<file path="config.mk">
export PLATFORM = sky130hd
export DESIGN_NAME = spad_port
export DESIGN_NICKNAME = d
export VERILOG_FILES = /design/src/spad_pkg.sv /design/src/spad_port.sv
export VERILOG_INCLUDE_DIRS = /design/src /design/src/src
export SDC_FILE = /design/constraint.sdc
export NUM_CORES = 1
export LEC_CHECK = 0
export ABC_AREA = 1
export BUFFER_PORTS_ARGS = -buffer_cell sky130_fd_sc_hd__buf_2
export CELL_PAD_IN_SITES_DETAIL_PLACEMENT = 1
export CELL_PAD_IN_SITES_GLOBAL_PLACEMENT = 1
export CORE_UTILIZATION = 28
export DETAILED_ROUTE_END_ITERATION = 10
export PLACE_DENSITY_LB_ADDON = 0.15
export SLEW_MARGIN = 15
export SYNTH_ARGS = -nofsm -noshare
export SYNTH_HDL_FRONTEND = slang
export SYNTH_SLANG_ARGS = --single-unit
</file>
<file path="constraint.sdc">
create_clock -name clk -period 1.9 [get_ports clk]
set_input_delay 0.285 -clock clk [delete_from_list [all_inputs] [get_ports clk]]
set_output_delay 0.285 -clock clk [all_outputs]
set_load 0.02 [all_outputs]
</file>
<file path="src/spad_consts.svh">
`ifndef SPAD_CONSTS_SVH
`define SPAD_CONSTS_SVH

// word geometry of the scratchpad
`define SPAD_DATAW 32
`define SPAD_SIZE 256
`define SPAD_WRENW 4

// a latency of 2 turns on the RAM output register
`define SPAD_READ_LAT 2

// 1 lets a read see the word written at the same edge, 0 returns the old word
`define SPAD_WRITE_FIRST 1

// every word holds this pattern after power-up
`define SPAD_INIT_VALUE 32'h5a5a_0000

`endif

</file>
<file path="src/spad_pkg.sv">
`include "spad_consts.svh"

package spad_pkg;

    typedef logic [$clog2(`SPAD_SIZE)-1:0] spad_addr_t;
    typedef logic [`SPAD_DATAW-1:0] spad_data_t;
    typedef logic [`SPAD_WRENW-1:0] spad_wren_t;

    // one client request where wren only matters for writes
    typedef struct packed {
        logic       write;
        spad_addr_t addr;
        spad_data_t wdata;
        spad_wren_t wren;
    } spad_req_t;

    // reads return the word, writes return zero
    typedef struct packed {
        spad_data_t rdata;
    } spad_rsp_t;

    // an operation travelling down a tag pipeline
    typedef struct packed {
        logic valid;
        logic port;
    } spad_tag_t;

endpackage

</file>
<file path="src/spad_port.sv">
`timescale 1ns/1ns

module spad_port (
    input  logic                clk,
    input  logic                RADDR_RESET,
    input  logic                req,
    input  spad_pkg::spad_req_t req_data,
    input  logic                grant,
    input  logic                done,
    input  spad_pkg::spad_rsp_t done_rsp,
    output logic                ack,
    output spad_pkg::spad_rsp_t rsp,
    output logic                pend,
    output spad_pkg::spad_req_t pend_req
);

    typedef enum logic [1:0] {
        S_IDLE,
        S_PEND,
        S_WAIT
    } state_t;

    state_t state;

    // the request waits in S_PEND for the issue stage to pick it
    assign pend = (state == S_PEND);

    always_ff @(posedge clk) begin
        if (RADDR_RESET) begin
            state <= S_IDLE;
            ack   <= 1'b0;
            rsp   <= '0;
        end else begin
            case (state)
                S_IDLE: begin
                    if (req) begin
                        state <= S_PEND;
                    end
                end
                S_PEND: begin
                    if (grant) begin
                        state <= S_WAIT;
                    end
                end
                S_WAIT: begin
                    // done comes once per grant, then ack stays up until req drops
                    if (done) begin
                        rsp <= done_rsp;
                        ack <= 1'b1;
                    end
                    if (ack && !req) begin
                        ack   <= 1'b0;
                        state <= S_IDLE;
                    end
                end
                default: begin
                    state <= S_IDLE;
                end
            endcase
        end
    end

    // capture the request on the edge that first sees req from idle
    always_ff @(posedge clk) begin
        if (state == S_IDLE && req) begin
            pend_req <= req_data;
        end
    end

endmodule

</file>
Yosys cells after proc, flatten, opt, wreduce, memory -nomap -nowiden:

Cells that the tools add are included.

* order comparisons: 0
* reduce and logical (&&, ||, !) cells: 8
* bitwise operators: 0
* divide/modulo/power cells: 0
* muxes and demuxes: 6
* shift-type cells: 0
* eq/ne operators: 5
* multipliers: 0
* $add $sub $neg: 0

Operators by type and width (number)
* $mux 2: 3
* $ne 2x2->1 const B: 3
* $pmux 2 s3: 1
* $reduce_and 2->1: 2
* $reduce_and 3->1: 1
* $eq 2x1->1 const B: 1
* $eq 2x2->1 const B: 1
* $logic_and 1x1->1: 2
* $logic_not 2->1: 1
* $mux 1: 2
* $reduce_bool 2->1: 1
* $logic_not 1->1: 1

* bits in latches: 0
* input bits: 82
* bits in read-only memories: 0
* bits in registers: 80
* memory bits (writable): 0
* memories: 0
* logic and storage cells: 26

Logic depth before layout (Yosys ltp):

* depth in word-level cells: 4
* depth in mapped cells: 6

Worst setup path before layout:

No wires, ideal clock.

* kind: register to register
* from: register state[1]
* to: register pend_req[0] (netlist bit) (enable)
* stages on the path, launching flop included: 4
* setup time: 0.399 ns
* arrival time: 1.422 ns
* buffers on the path: 0
* data required time: 1.501 ns
* slack: 0.079 ns
* cells stage by stage: dfxtp_1 > nor2_1 > nand2_1 > inv_1

* longest elaborated chain between the ends: 2

Ends and longest elaborated chain
* start: declaration: RTL line spad_port.sv:23 `state_t state;`
* start signal: assignment: RTL line spad_port.sv:30 `state <= S_IDLE;`
* start signal: assignment: RTL line spad_port.sv:37 `state <= S_PEND;`
* start signal: assignment: RTL line spad_port.sv:42 `state <= S_WAIT;`
* $logic_not 2->1: RTL line spad_port.sv:65 `if (state == S_IDLE && req) begin`
* $logic_and 1x1->1: RTL line spad_port.sv:65
* end signal: assignment: RTL line spad_port.sv:66 `pend_req <= req_data;`
* end: declaration: RTL line spad_port.sv:14 `output spad_pkg::spad_req_t pend_req`

Every way passes these cells.
A chain may end at the register's enable or synchronous reset.

Worst setup path after layout:

* from: register state[1]
* to: register pend_req[5] (netlist bit) (enable)

Same word-level chain as after synthesis.

==> run metrics <==
status=completed; WS Path Type=reg -> reg; CP max stage cell=dfxtp_1; worst rel slew slack=0.683; area of the multi-input gates=395 um^2; switching power of the nets=0.975 mW; register area=2050 um^2; Yosys top cell by area=edfxtp_1; clk_lat worst skew=340 ps; syn_area_per_cell=12.8 um^2; core area=9280 um^2; die footprint=10000 um^2; Worst setup EP type=flop; H-tree depth=3; max_cap viols=0; GRT Util Overall=0.135; Worst-path clk slew=90 ps; critical path required time=1990 ps; top cell type's share of synthesized area=0.502; leakage=1.72 nW; Non-Filler Cell Area, Final=3840 um^2; Ys Warns=0; via count=2111; Post-Synthesis Cells=211; crit path max fanout=34; worst hold slack=114 ps; die width=100 um; vias in the first global route=2130; post-route ant nets=0; CTS Buffer Depth=2; top cells by area, synth=edfxtp_1 50%, dfxtp_1 26%, a21oi_1 6.1%, inv_1 5.6%, o21ai_1 3.7%; CTS Sinks=80; f_max=633 MHz; Sw Share=0.253; final setup vio count=0; Fillers=1090; Die Y=100 um; Seq/Total Area, Yosys=0.762; Clock power frac=0.365; CP Cell Sequence=nor2_1, nand2_1, clkinv_1, buf_12; Comb power frac=0.119; DRC=0; period utilization=0.832; CTS tree=yes; Placed Area=3610 um^2; pwr dens=1000 nW/um^2; crit-path max cell delay=400 ps; WL/cell=12.7 um; Sequential Power Share=0.516; CTS root buf=clkbuf_8; Max VDD drop=313 uV; Yosys reg bits=80; Placer Congestion=0.680; fraction of layout cells with a size suffix above 1=0.479; Post-Synthesis Cell Area=2690 um^2; commonest non-fill, non-tap cells in the layout=160 x buf_2, 45 x edfxtp_1, 39 x inv_1; nets@finish=459; CTS resizes=0; port bufs=160; setup TNS after final layout=0 ps; antenna cell count=0; Initial Util=0.290; Critical Path Start Type=flop; Tightest Hold Check Type=in -> reg; total chip power=3.86 mW; syn_nets=293; DR iter-0 viols=47; TritonCTS buffer count=9; Int Pwr=2.88 mW; Worst-Margin Slew=473 ps; Final Hold Fails=0; IO Count=161; grt total ovfl=0; most common cell after layout, fill and taps aside=buf_2; area grow syn2layout=42.6%; Final HPWL DP=4930 um; final WL=6510 um; vias per cell=4.13; router iterations before antenna repair=4; largest net degree at the start of global routing=45; crit path DAT=1670 ps; skew final=6.60 ps; cts-stage hold buffer count=0; RSZ-0062 raised after global routing=no; Final Slew Violations=0; setup bufs post-CTS=0; unique cell type count in the Yosys netlist=17; initial antenna violation count=0; first-pass GRT wire length=10300 um; num rows=35; fin crit period=1580 ps
## kinds of logic after synthesis
kind of cell	count (synthesis)	share of synthesized area
flops	80	0.762
compound gates	67	0.126
buf+inv	51	0.0911
simple gates	13	0.0209
## worst max-delay path, delay by kind of cell (launching register included)
family | cells | cell delay [ps]
buffers and inverters | 2 | 730
and+or+nand+nor | 2 | 180
DFF | 1 | 400
## Yosys cell counts
cell	instances
nand3_1	1
a31oi_1	1
inv_1	40
nor2_1	3
inv_2	1
o21ai_0	12
nand2_1	8
o21ai_1	20
nand3_2	1
buf_6	4
o21bai_1	1
a21oi_1	33
dfxtp_1	35
edfxtp_1	45
buf_8	2
clkbuf_1	3
buf_2	1
## worst paths after layout
path                            slack (ps)            to          from  cells after the start
worst max-delay path                   320   pend_req[5]      state[1]                      4
worst min-delay path                   110  pend_req[27]  req_data[27]                      1
worst max register to register         320   pend_req[5]      state[1]                      4
worst min register to register         440       rsp[29]       rsp[29]                      2
## power by group through the flow
stage | Sequential (mW) | Combinational, mW | Clock, mW
3_3_place_gp | 2.03 | 0.462 | 0
2_1_floorplan | 2.17 | 0.118 | 0
5_1_grt | 2.00 | 0.507 | 1.53
6_report | 1.99 | 0.460 | 1.41
3_5_place_dp | 2.03 | 0.468 | 0
4_1_cts | 1.99 | 0.469 | 1.47
## per-stage QoR
stage / cells / utilization / worst slack, ps
finish: 511 / 0.414 / 319
global route: 511 / 0.414 / 110
CTS: 511 / 0.414 / 297
detailed placement: 495 / 0.389 / 312
global placement: 495 / 0.389 / 352
floorplan: 211 / - / 78.8
## layer usage
| metal | up-vias | GRT usage | routed length, um |
|---|---|---|---|
| li1 | 1040 | - | - |
| met1 | 953 | 0.161 | 2760 |
| met2 | 109 | 0.218 | 2930 |
| met3 | 9 | 0.0536 | 730 |
| met4 | 0 | 0.0569 | 81 |
| met5 | - | 0 | 0 |
## flip-flops by register name, indices dropped and copies added (netlist names)
register,count
state,2
pend_req,45
ack,1
rsp,32
## area by class of cell
type / instances / area share
sequential: 80 / 0.534
timing repair buffer: 165 / 0.222
multi-input combinational: 80 / 0.103
tap: 129 / 0.0420
inverter: 41 / 0.0401
clock buffer: 9 / 0.0323
clock inverter: 7 / 0.0267
Power figures use the tool's default switching activity.
