[src/spad_consts.svh]
`ifndef SPAD_CONSTS_SVH
`define SPAD_CONSTS_SVH

// word geometry of the scratchpad
`define SPAD_DATAW 32
`define SPAD_SIZE 256
`define SPAD_WRENW 4

// a latency of 2 turns on the RAM output register
`define SPAD_READ_LAT 2

// 1 lets a read see the word written at the same edge, 0 returns the old word
`define SPAD_WRITE_FIRST 1

// every word holds this pattern after power-up
`define SPAD_INIT_VALUE 32'h5a5a_0000

`endif

[src/spad_pkg.sv]
`include "spad_consts.svh"

package spad_pkg;

    typedef logic [$clog2(`SPAD_SIZE)-1:0] spad_addr_t;
    typedef logic [`SPAD_DATAW-1:0] spad_data_t;
    typedef logic [`SPAD_WRENW-1:0] spad_wren_t;

    // one client request where wren only matters for writes
    typedef struct packed {
        logic       write;
        spad_addr_t addr;
        spad_data_t wdata;
        spad_wren_t wren;
    } spad_req_t;

    // reads return the word, writes return zero
    typedef struct packed {
        spad_data_t rdata;
    } spad_rsp_t;

    // an operation travelling down a tag pipeline
    typedef struct packed {
        logic valid;
        logic port;
    } spad_tag_t;

endpackage

[src/spad_issue.sv]
`timescale 1ns/1ns

`include "spad_consts.svh"

module spad_issue (
    input  logic                      clk,
    input  logic                      RADDR_RESET,
    input  logic [1:0]                pend,
    input  spad_pkg::spad_req_t [1:0] pend_req,
    input  spad_pkg::spad_data_t      ram_rdata,
    output logic [1:0]                grant,
    output logic                      we,
    output spad_pkg::spad_addr_t      waddr,
    output spad_pkg::spad_data_t      wdata,
    output spad_pkg::spad_wren_t      wren,
    output logic                      re,
    output spad_pkg::spad_addr_t      raddr,
    output logic [1:0]                done,
    output spad_pkg::spad_rsp_t [1:0] done_rsp
);

    import spad_pkg::*;

    localparam int LAT = `SPAD_READ_LAT;

    logic [1:0] wr_pend;
    logic [1:0] rd_pend;
    logic [1:0] wr_gnt;
    logic [1:0] rd_gnt;
    logic       wr_prio;
    logic       rd_prio;
    logic       wr_sel;
    logic       rd_sel;

    spad_tag_t [LAT-1:0] wr_tags;
    spad_tag_t [LAT-1:0] rd_tags;
    spad_tag_t           wr_out;
    spad_tag_t           rd_out;

    // picks the port to serve; a tie goes to the port holding priority
    function automatic logic rr_pick(input logic [1:0] req_v, input logic prio);
        if (req_v == 2'b11) begin
            return prio;
        end
        return req_v[1];
    endfunction

    always_comb begin
        for (int i = 0; i < 2; i++) begin
            wr_pend[i] = pend[i] & pend_req[i].write;
            rd_pend[i] = pend[i] & ~pend_req[i].write;
        end
    end

    assign wr_sel = rr_pick(wr_pend, wr_prio);
    assign rd_sel = rr_pick(rd_pend, rd_prio);

    assign wr_gnt = (|wr_pend) ? (2'b01 << wr_sel) : 2'b00;
    assign rd_gnt = (|rd_pend) ? (2'b01 << rd_sel) : 2'b00;
    assign grant  = wr_gnt | rd_gnt;

    // one write and one read can go to the RAM in the same cycle
    assign we    = |wr_pend;
    assign waddr = pend_req[wr_sel].addr;
    assign wdata = pend_req[wr_sel].wdata;
    assign wren  = pend_req[wr_sel].wren;
    assign re    = |rd_pend;
    assign raddr = pend_req[rd_sel].addr;

    // priority only moves when both ports competed for the same kind
    always_ff @(posedge clk) begin
        if (RADDR_RESET) begin
            wr_prio <= 1'b0;
            rd_prio <= 1'b0;
        end else begin
            if (&wr_pend) begin
                wr_prio <= ~wr_prio;
            end
            if (&rd_pend) begin
                rd_prio <= ~rd_prio;
            end
        end
    end

    // tags travel alongside the RAM access and pop out with the read data
    always_ff @(posedge clk) begin
        if (RADDR_RESET) begin
            wr_tags <= '0;
            rd_tags <= '0;
        end else begin
            wr_tags[0] <= '{valid: we, port: wr_sel};
            rd_tags[0] <= '{valid: re, port: rd_sel};
            for (int s = 1; s < LAT; s++) begin
                wr_tags[s] <= wr_tags[s-1];
                rd_tags[s] <= rd_tags[s-1];
            end
        end
    end

    assign wr_out = wr_tags[LAT-1];
    assign rd_out = rd_tags[LAT-1];

    // each port has at most one operation in flight, so at most one tag matches it
    always_comb begin
        for (int i = 0; i < 2; i++) begin
            done[i] = (wr_out.valid && wr_out.port == 1'(i))
                   || (rd_out.valid && rd_out.port == 1'(i));
            if (rd_out.valid && rd_out.port == 1'(i)) begin
                done_rsp[i].rdata = ram_rdata;
            end else begin
                done_rsp[i].rdata = '0;
            end
        end
    end

endmodule

[config.mk]
export PLATFORM = sky130hd
export DESIGN_NAME = spad_issue
export DESIGN_NICKNAME = d
export VERILOG_FILES = /design/src/spad_pkg.sv /design/src/spad_issue.sv
export VERILOG_INCLUDE_DIRS = /design/src /design/src/src
export SDC_FILE = /design/constraint.sdc
export NUM_CORES = 1
export LEC_CHECK = 0
export BUFFER_PORTS_ARGS = -buffer_cell sky130_fd_sc_hd__buf_2
export CELL_PAD_IN_SITES_DETAIL_PLACEMENT = 1
export CELL_PAD_IN_SITES_GLOBAL_PLACEMENT = 2
export CORE_ASPECT_RATIO = 1.75
export CORE_MARGIN = 5
export CORE_UTILIZATION = 13
export CTS_CLUSTER_SIZE = 14
export DETAILED_ROUTE_END_ITERATION = 16
export GPL_ROUTABILITY_DRIVEN = 0
export PLACE_DENSITY = 0.78
export RECOVER_POWER = 50
export SETUP_SLACK_MARGIN = 0.1
export SYNTH_ARGS = -nofsm -noshare
export SYNTH_HDL_FRONTEND = slang
export SYNTH_SLANG_ARGS = --single-unit
[constraint.sdc]
create_clock -name clk -period 1.5 [get_ports clk]
set_input_delay 0.075 -clock clk [delete_from_list [all_inputs] [get_ports clk]]
set_output_delay 0.075 -clock clk [all_outputs]
set_load 0.005 [all_outputs]
# ---- Word level (Yosys, flattened, before mapping)
# Index checks and enable logic that the tools add are counted.
dict set report classes {
  n_mul 0
  div 0
  shifts 2
  n_mux 14
  n_bitwise 11
  n_lt_le_gt_ge 2
  addsub 0
  n_reduce_logical 10
  eq_ne 2
}
# cell n
set op_table {}
lappend op_table {{44-bit two-way mux} 4}
lappend op_table {{32-bit two-way mux} 2}
lappend op_table {{1-bit two-way mux} 6}
lappend op_table {{1-bit inverter} 6}
lappend op_table {{1-bit AND} 4}
lappend op_table {{2-bit equality test, second input constant} 2}
lappend op_table {{1-bit logical AND} 4}
lappend op_table {{1-bit by 2-bit less-than comparator with 1-bit output, second input constant} 2}
lappend op_table {{2-bit two-way mux} 2}
lappend op_table {{2-bit AND reduction} 2}
lappend op_table {{2-bit OR reduction} 2}
lappend op_table {{1-bit by 1-bit left shift with 2-bit output, first input constant} 2}
lappend op_table {{1-bit logical OR} 2}
lappend op_table {{2-bit bitwise OR} 1}
dict set report totals {
  rom_bits 0
  ff_bits 10
  in_bits 126
  latchBits 0
  ram_bits 0
  output_inout_bits 122
  n_memories 0
}

# ---- Depth between registers and ports, before layout
# Gate-level depths: netlist of the first run.
dict set report depth {
  word_depth 8
  ltp_mapped 5
}

# ---- Least setup slack after synthesis of the first run
# OpenSTA, ideal clock, no wires.
dict set report synth_timing {
  path_kind {flip-flop to output port}
  start {register wr_prio}
  end {output waddr[0]}
  path_slack_ns 0.326
  t_arrival_ns 1.099
  t_required_ns 1.425
  stages_incl_launch_ff 5
  path_cell_list {dfxtp_1 o21bai_1 buf_6 buf_8 mux2_4}
}
dict set report synth_between {
  elab_chain_len 4
}
# item line
set synth_lines {}
lappend synth_lines {{start: declaration} spad_issue.sv:30} ;# logic wr_prio;
lappend synth_lines {{start signal: assignment} spad_issue.sv:77} ;# wr_prio <= ~wr_prio;
lappend synth_lines {{1-bit two-way mux} spad_issue.sv:42} ;# if (req_v == 2'b11) begin
lappend synth_lines {{1-bit two-way mux} spad_issue.sv:45} ;# return req_v[1];
lappend synth_lines {{44-bit two-way mux (2 in series)} -}
lappend synth_lines {{end: declaration} spad_issue.sv:13} ;# output spad_pkg::spad_addr_t waddr,
# No other way between the ends. The select of a mux whose other input is x is not followed.

# ---- Worst setup path after layout of the first run
dict set report layout_timing {
  start {register wr_prio}
  end {output wren[3]}
}
dict set report layout_between {
  elab_chain_len 4
}
# item line
set layout_lines {}
lappend layout_lines {{1-bit two-way mux} spad_issue.sv:42}
lappend layout_lines {{1-bit two-way mux} spad_issue.sv:45}
lappend layout_lines {{44-bit two-way mux (implied by the code) (2 in series)} spad_issue.sv:66} ;# assign wren = pend_req[wr_sel].wren;
lappend layout_lines {{end: declaration} spad_issue.sv:15} ;# output spad_pkg::spad_wren_t wren,
# No other way between the ends. The select of a mux whose other input is x is not followed.

==> results of run 1 <==
==> cell families after synthesis <==
logic type,Yosys count,synth area share [%]
AO/OA/AOI/OAI,11,4.21
flip-flops,10,12.3
multiplexers,52,44.6
AND/OR/NAND/NOR,83,31.2
buffers and inverters,16,7.81
==> cell usage in the layout, fill, tap and decap left out, drive strengths merged <==
cell / instances
o311a: 1
clkbuf: 6
or3: 2
nor2b: 5
and3: 32
inv: 1
nor3: 1
dfxtp: 10
o21ai: 3
o21bai: 1
or2b: 1
and2: 32
nand2b: 1
a21o: 1
a21oi: 4
nand2: 5
nor3b: 1
a22o: 1
nor2: 2
mux2: 52
nand4: 1
buf: 257
==> through the flow <==
step / worst slack, ps / std cells / TNS, ps
final: -53.8 / 588 / -1180
after floorplan: 326 / 172 / 0
after CTS: -69.6 / 587 / -1730
after global routing: -89.3 / 588 / -3360
after detailed placement: 75.5 / 577 / 0
after global placement: 113 / 577 / 0
==> path summary, 6_finish.rpt <==
kind         cells after the start         to         from
min reg2reg                      1  wr_out[1]   wr_tags[1]
max                              5    wren[3]      wr_prio
min                              2    wr_prio  RADDR_RESET
max reg2reg                      3    rd_prio      rd_prio
==> what timing repair did <==
action                                  4_1_cts  5_1_grt
endpoints found under the setup margin       52       63
cloned                                        3        1
setup buffers                                 4        0
pin swaps                                     3        0
resized for setup                            23        2
==> routing by layer <==
layer | up-vias | GRT usage (%) | share of wire, %
li1 | 1105 | - | -
met1 | 1072 | 9.94 | 31
met2 | 161 | 21.0 | 55
met3 | 8 | 3.31 | 12
met4 | 0 | 2.41 | 1.6
met5 | - | 0 | 0
==> area by class of cell <==
cell class / instances / area [sq um] / area share [%]
timing repair buffer: 260 / 1510 / 45.0
multi-input combinational: 146 / 1350 / 40.3
tap: 168 / 210 / 6.26
sequential: 10 / 203 / 6.04
clock buffer: 3 / 75.1 / 2.24
inverter: 1 / 3.75 / 0.112
==> state kept, by name, indices dropped and copies added (netlist names) <==
name / cells
rd_out: 2
rd_tags: 2
wr_out: 2
wr_tags: 2
rd_prio: 1
wr_prio: 1
==> power breakdown <==
| group | switching [uW] | total, uW | internal (uW) |
|---|---|---|---|
| Combinational | 280 | 749 | 468 |
| Sequential | 5.19 | 284 | 279 |
| Clock | 109 | 453 | 344 |
==> flow_metrics.py, run 1 <==
metrics = {
    "floorplanning": {
        "start_util_pct": 13.1,
        "die_area_sq_um": 15000,
        "die_y_microns": 158,
        "core_area_sq_um": 12400,
        "ios": 248,
        "die_w_microns": 94.8,
        "row_count": 54,
    },
    "synth": {
        "ys_seq_area_share_pct": 12.3,
        "async_reset_ff_share_pct": 0,
        "synthCells": 172,
        "synth_most_common_cell": "mux2_4",
        "syn_avg_cell_area_sq_um": 9.50,
        "yosys_warnings": 0,
        "synth_top_area_share_pct": 34.9,
        "synth_commonest_cells": "38 x mux2_4, 32 x and2_1, 32 x and3_1, 14 x mux2_2",
        "synth_nets": 298,
        "synthTopCellsByArea": "mux2_4 35%, and2_1 12%, and3_1 12%",
        "synth-seq-cells": 10,
        "synth-edff-count": 0,
        "yosysTopAreaCell": "mux2_4",
        "syn-cell-area_sq_um": 1630,
        "synth_ff_type": "dfxtp_1",
        "synth_cell_type_count": 26,
    },
    "flow_run": {
        "drv_cap": 0,
    },
    "worst_setup_path": {
        "path_delay_family": "buffers and inverters",
        "cp.arrival_ps": 1480,
        "crit_chain": "o21bai_4 > buf_12 > clkbuf_16 > mux2_2 > buf_2",
        "reg2reg_setup_slack_ps": 420,
        "end_kind": "output pin",
        "cp_slowest_cell": "dfxtp_2",
        "critPathMaxStageDelay_ps": 340,
        "required_ps": 1420,
        "path_buf_inv": 3,
        "critPathLaunchType": "flop",
        "critPathMaxFanout": 6,
        "path_class": "flop to output pin",
    },
    "cells_and_area": {
        "area_growth_syn_to_layout_pct": 106,
        "final_util_pct": 27.0,
        "antenna_cells_inserted": 0,
        "fill_cells": 1594,
        "layout-drive-gt1-share_pct": 76.2,
        "final_cell_area_sq_um": 3360,
        "final_nets": 548,
    },
    "sta": {
        "period_needed_ps": 1550,
        "setup_violations": 45,
        "max_slew_margin_pct": 81.4,
        "fin_ws_ps": -53.8,
        "period_share_pct": 104,
        "hold_ws_ps": 141,
        "hold_viol_final": 0,
        "rsz0062_at_grt": "true",
        "tightest_slew_ps": 279,
        "max_freq_ghz": 0.644,
        "slew_violations": 0,
        "finalClockSkew_ps": 0.299,
    },
    "min_path": {
        "hold_class": "input pin to flop",
    },
    "clock_tree": {
        "htree_levels": 1,
        "clock_path_buffers": 2,
        "cts.sink_count": 10,
        "cts_hold_buf": 0,
        "numCtsBuffers": 3,
        "ctsRootBufferMaster": "clkbuf_16",
        "path_clk_slew_ps": 40,
        "cts_tree": "done",
        "insertion_delay_ps": 230,
    },
    "global_routing": {
        "grt_start_max_net_pins": 34,
        "globalRouteOverflowTotal": 0,
        "grt_pass1_wl_mm": 12.4,
        "grt_pass1_vias": 2490,
        "antenna_found_initial": 0,
        "gr-usage-all-layers_pct": 10.4,
    },
    "power_and_ir_drop": {
        "peakVddDrop_mv": 0.253,
        "power.total_uw": 1490,
        "p_per_area_nw_per_um2": 442,
        "leakage_uw": 0.00212,
    },
    "detailed_routing": {
        "drcViolationCount": 0,
        "initialDrtViolationCount": 42,
        "drt_first_pass_iters": 4,
        "vias": 2346,
        "wl_mm": 8.90,
        "ant_nets": 0,
        "viasPerCell": 3.99,
        "routedWlPerCell_microns": 15.1,
    },
    "status": {
        "failed_checks": "setup timing",
        "status": "finished, violations left",
    },
    "placed_design": {
        "port-buffer-count": 247,
        "placed_cell_area_sq_um": 3030,
        "dp_hpwl_mm": 7.42,
    },
}
Power figures use the tool's default switching activity.
==> run 2: changes to the inputs <==
--- a/config.mk
+++ b/config.mk
@@ -11,13 +11,14 @@
 export CELL_PAD_IN_SITES_GLOBAL_PLACEMENT = 2
 export CORE_ASPECT_RATIO = 1.75
 export CORE_MARGIN = 5
-export CORE_UTILIZATION = 13
+export CORE_UTILIZATION = 12
 export CTS_CLUSTER_SIZE = 14
 export DETAILED_ROUTE_END_ITERATION = 16
 export GPL_ROUTABILITY_DRIVEN = 0
-export PLACE_DENSITY = 0.78
+export PLACE_DENSITY = 0.76
 export RECOVER_POWER = 50
 export SETUP_SLACK_MARGIN = 0.1
+export SKIP_LAST_GASP = 1
 export SYNTH_ARGS = -nofsm -noshare
 export SYNTH_HDL_FRONTEND = slang
 export SYNTH_SLANG_ARGS = --single-unit
==> constraint.sdc (replaced) <==
create_clock -name clk -period 1.38 [get_ports clk]
set_input_delay 0.069 -clock clk [delete_from_list [all_inputs] [get_ports clk]]
set_output_delay 0.069 -clock clk [all_outputs]
set_load 0.005 [all_outputs]
==> run 2 against run 1 <==
Effect of this change: cell area increased by 19%; via count up 2.9%; clock skew is essentially flat; first-iteration DRC count is 31% lower; routed wire length increased by 13%; power rose by 23%; flip-flop and latch count did not move; setup slack got worse by 90 ps; the run still ends with setup timing left; critical endpoint is now wdata[11]; combinational power grew 36%.
==> flow_metrics.py, run 2 (synthesis gave the netlist of run 1 again) <==
metrics = {
    "status": {
        "status": "finished, violations left",
        "failed_checks": "setup timing",
    },
    "placed_design": {
        "place_ws_ps": -9.14,
        "dp_hpwl_mm": 7.66,
        "placed_cell_area_sq_um": 3110,
        "port-buffer-count": 247,
        "placed_cells": 592,
    },
    "detailed_routing": {
        "vias": 2415,
        "drcViolationCount": 0,
        "wl_mm": 10.0,
        "routedWlPerCell_microns": 16.5,
        "initialDrtViolationCount": 29,
        "viasPerCell": 3.97,
        "ant_nets": 0,
        "drt_first_pass_iters": 4,
    },
    "power_and_ir_drop": {
        "p_per_area_nw_per_um2": 454,
        "power.total_uw": 1820,
        "peakVddDrop_mv": 0.237,
        "leakage_uw": 0.00235,
    },
    "clock_tree": {
        "insertion_delay_ps": 230,
        "cts_hold_buf": 0,
        "path_clk_slew_ps": 40,
        "ctsRootBufferMaster": "clkbuf_16",
        "numCtsBuffers": 3,
        "htree_levels": 1,
        "cts_tree": "done",
        "cts.sink_count": 10,
        "clock_path_buffers": 2,
    },
    "sta": {
        "period_needed_ps": 1520,
        "rsz0062_at_grt": "true",
        "setup_violations": 52,
        "max_freq_ghz": 0.656,
        "tightest_slew_ps": 197,
        "max_slew_margin_pct": 86.8,
        "finalClockSkew_ps": 0.231,
        "hold_viol_final": 0,
        "slew_violations": 0,
        "period_share_pct": 110,
        "hold_ws_ps": 125,
        "fin_ws_ps": -144,
    },
    "min_path": {
        "hold_class": "input pin to flop",
    },
    "worst_setup_path": {
        "required_ps": 1310,
        "critPathLaunchType": "flop",
        "path_class": "flop to output pin",
        "end_kind": "output pin",
        "critPathMaxFanout": 7,
        "cp.arrival_ps": 1460,
    },
    "cells_and_area": {
        "final_nets": 563,
        "finalNonFillerCells": 609,
        "antenna_cells_inserted": 0,
        "layout_common_cells": "180 x buf_2, 69 x buf_6, 44 x mux2_4",
        "layout_commonest_cell": "buf_2",
        "layout-drive-gt1-share_pct": 84.8,
        "area_growth_syn_to_layout_pct": 145,
        "final_cell_area_sq_um": 4010,
    },
    "global_routing": {
        "grt_pass1_vias": 2640,
        "gr-usage-all-layers_pct": 10.4,
        "globalRouteOverflowTotal": 0,
        "grt_pass1_wl_mm": 13.6,
        "grt_start_max_net_pins": 24,
        "antenna_found_initial": 0,
    },
    "floorplanning": {
        "start_util_pct": 12.2,
        "die_area_sq_um": 16100,
        "die_y_microns": 164,
        "ios": 248,
        "core_area_sq_um": 13400,
        "die_w_microns": 98.2,
        "row_count": 56,
    },
    "flow_run": {
        "drv_cap": 0,
    },
}
run 2: cell count changes in the layout (fill, tap and decap cells not counted), sizes merged:
| cell | previous run | this run |
|---|---|---|
| buf | 257 | 272 |
run 2: timing repair:
action                                  in CTS  in global routing
endpoints found under the setup margin      83                106
pin swaps                                    3                 33
resized for setup                           57                 72
cloned                                       6                  1
setup buffers                                7                  0
run 2: worst paths after layout:
check	startpoint	to	slack, ps	depth (start not counted)
max reg2reg	wr_prio	wr_prio	290	3
min reg2reg	rd_tags[0]	rd_out[0]	440	1
min	RADDR_RESET	rd_prio	120	2
max	wr_prio	wdata[11]	-140	5
run 2: cell type report:
class / instances / area, sq um
fill: 1579 / 9370
clock buffer: 3 / 75.1
tap: 174 / 218
multi-input combinational: 146 / 1430
inverter: 1 / 3.75
timing repair buffer: 275 / 2080
sequential: 10 / 205
run 2: stage by stage:
step	util (%)	setup TNS, ps
floorplan	-	0
detailed placement	23.2	-14.2
finish	30.0	-5300
CTS	27.2	-5630
global route	30.0	-7590
global placement	23.2	0
run 2: where the power goes:
| group | switching [uW] | internal (uW) | total, uW |
|---|---|---|---|
| Combinational | 355 | 665 | 1020 |
| Sequential | 5.56 | 303 | 309 |
| Clock | 120 | 374 | 494 |
run 2: critical path, cell delays in order, from the launching register on:
cell       delay, ps
dfxtp_2          320
o21bai_4         130
buf_12           160
clkbuf_16        170
mux2_4           310
buf_6            120
run 2: per-layer routing:
metal  GRT usage (%)  part of all wire [%]  up-vias
met3            4.10                    11       10
met4            2.42                   1.4        0
met5               0                     0        -
met2            21.2                    57      174
li1                -                     -     1139
met1            9.51                    31     1092
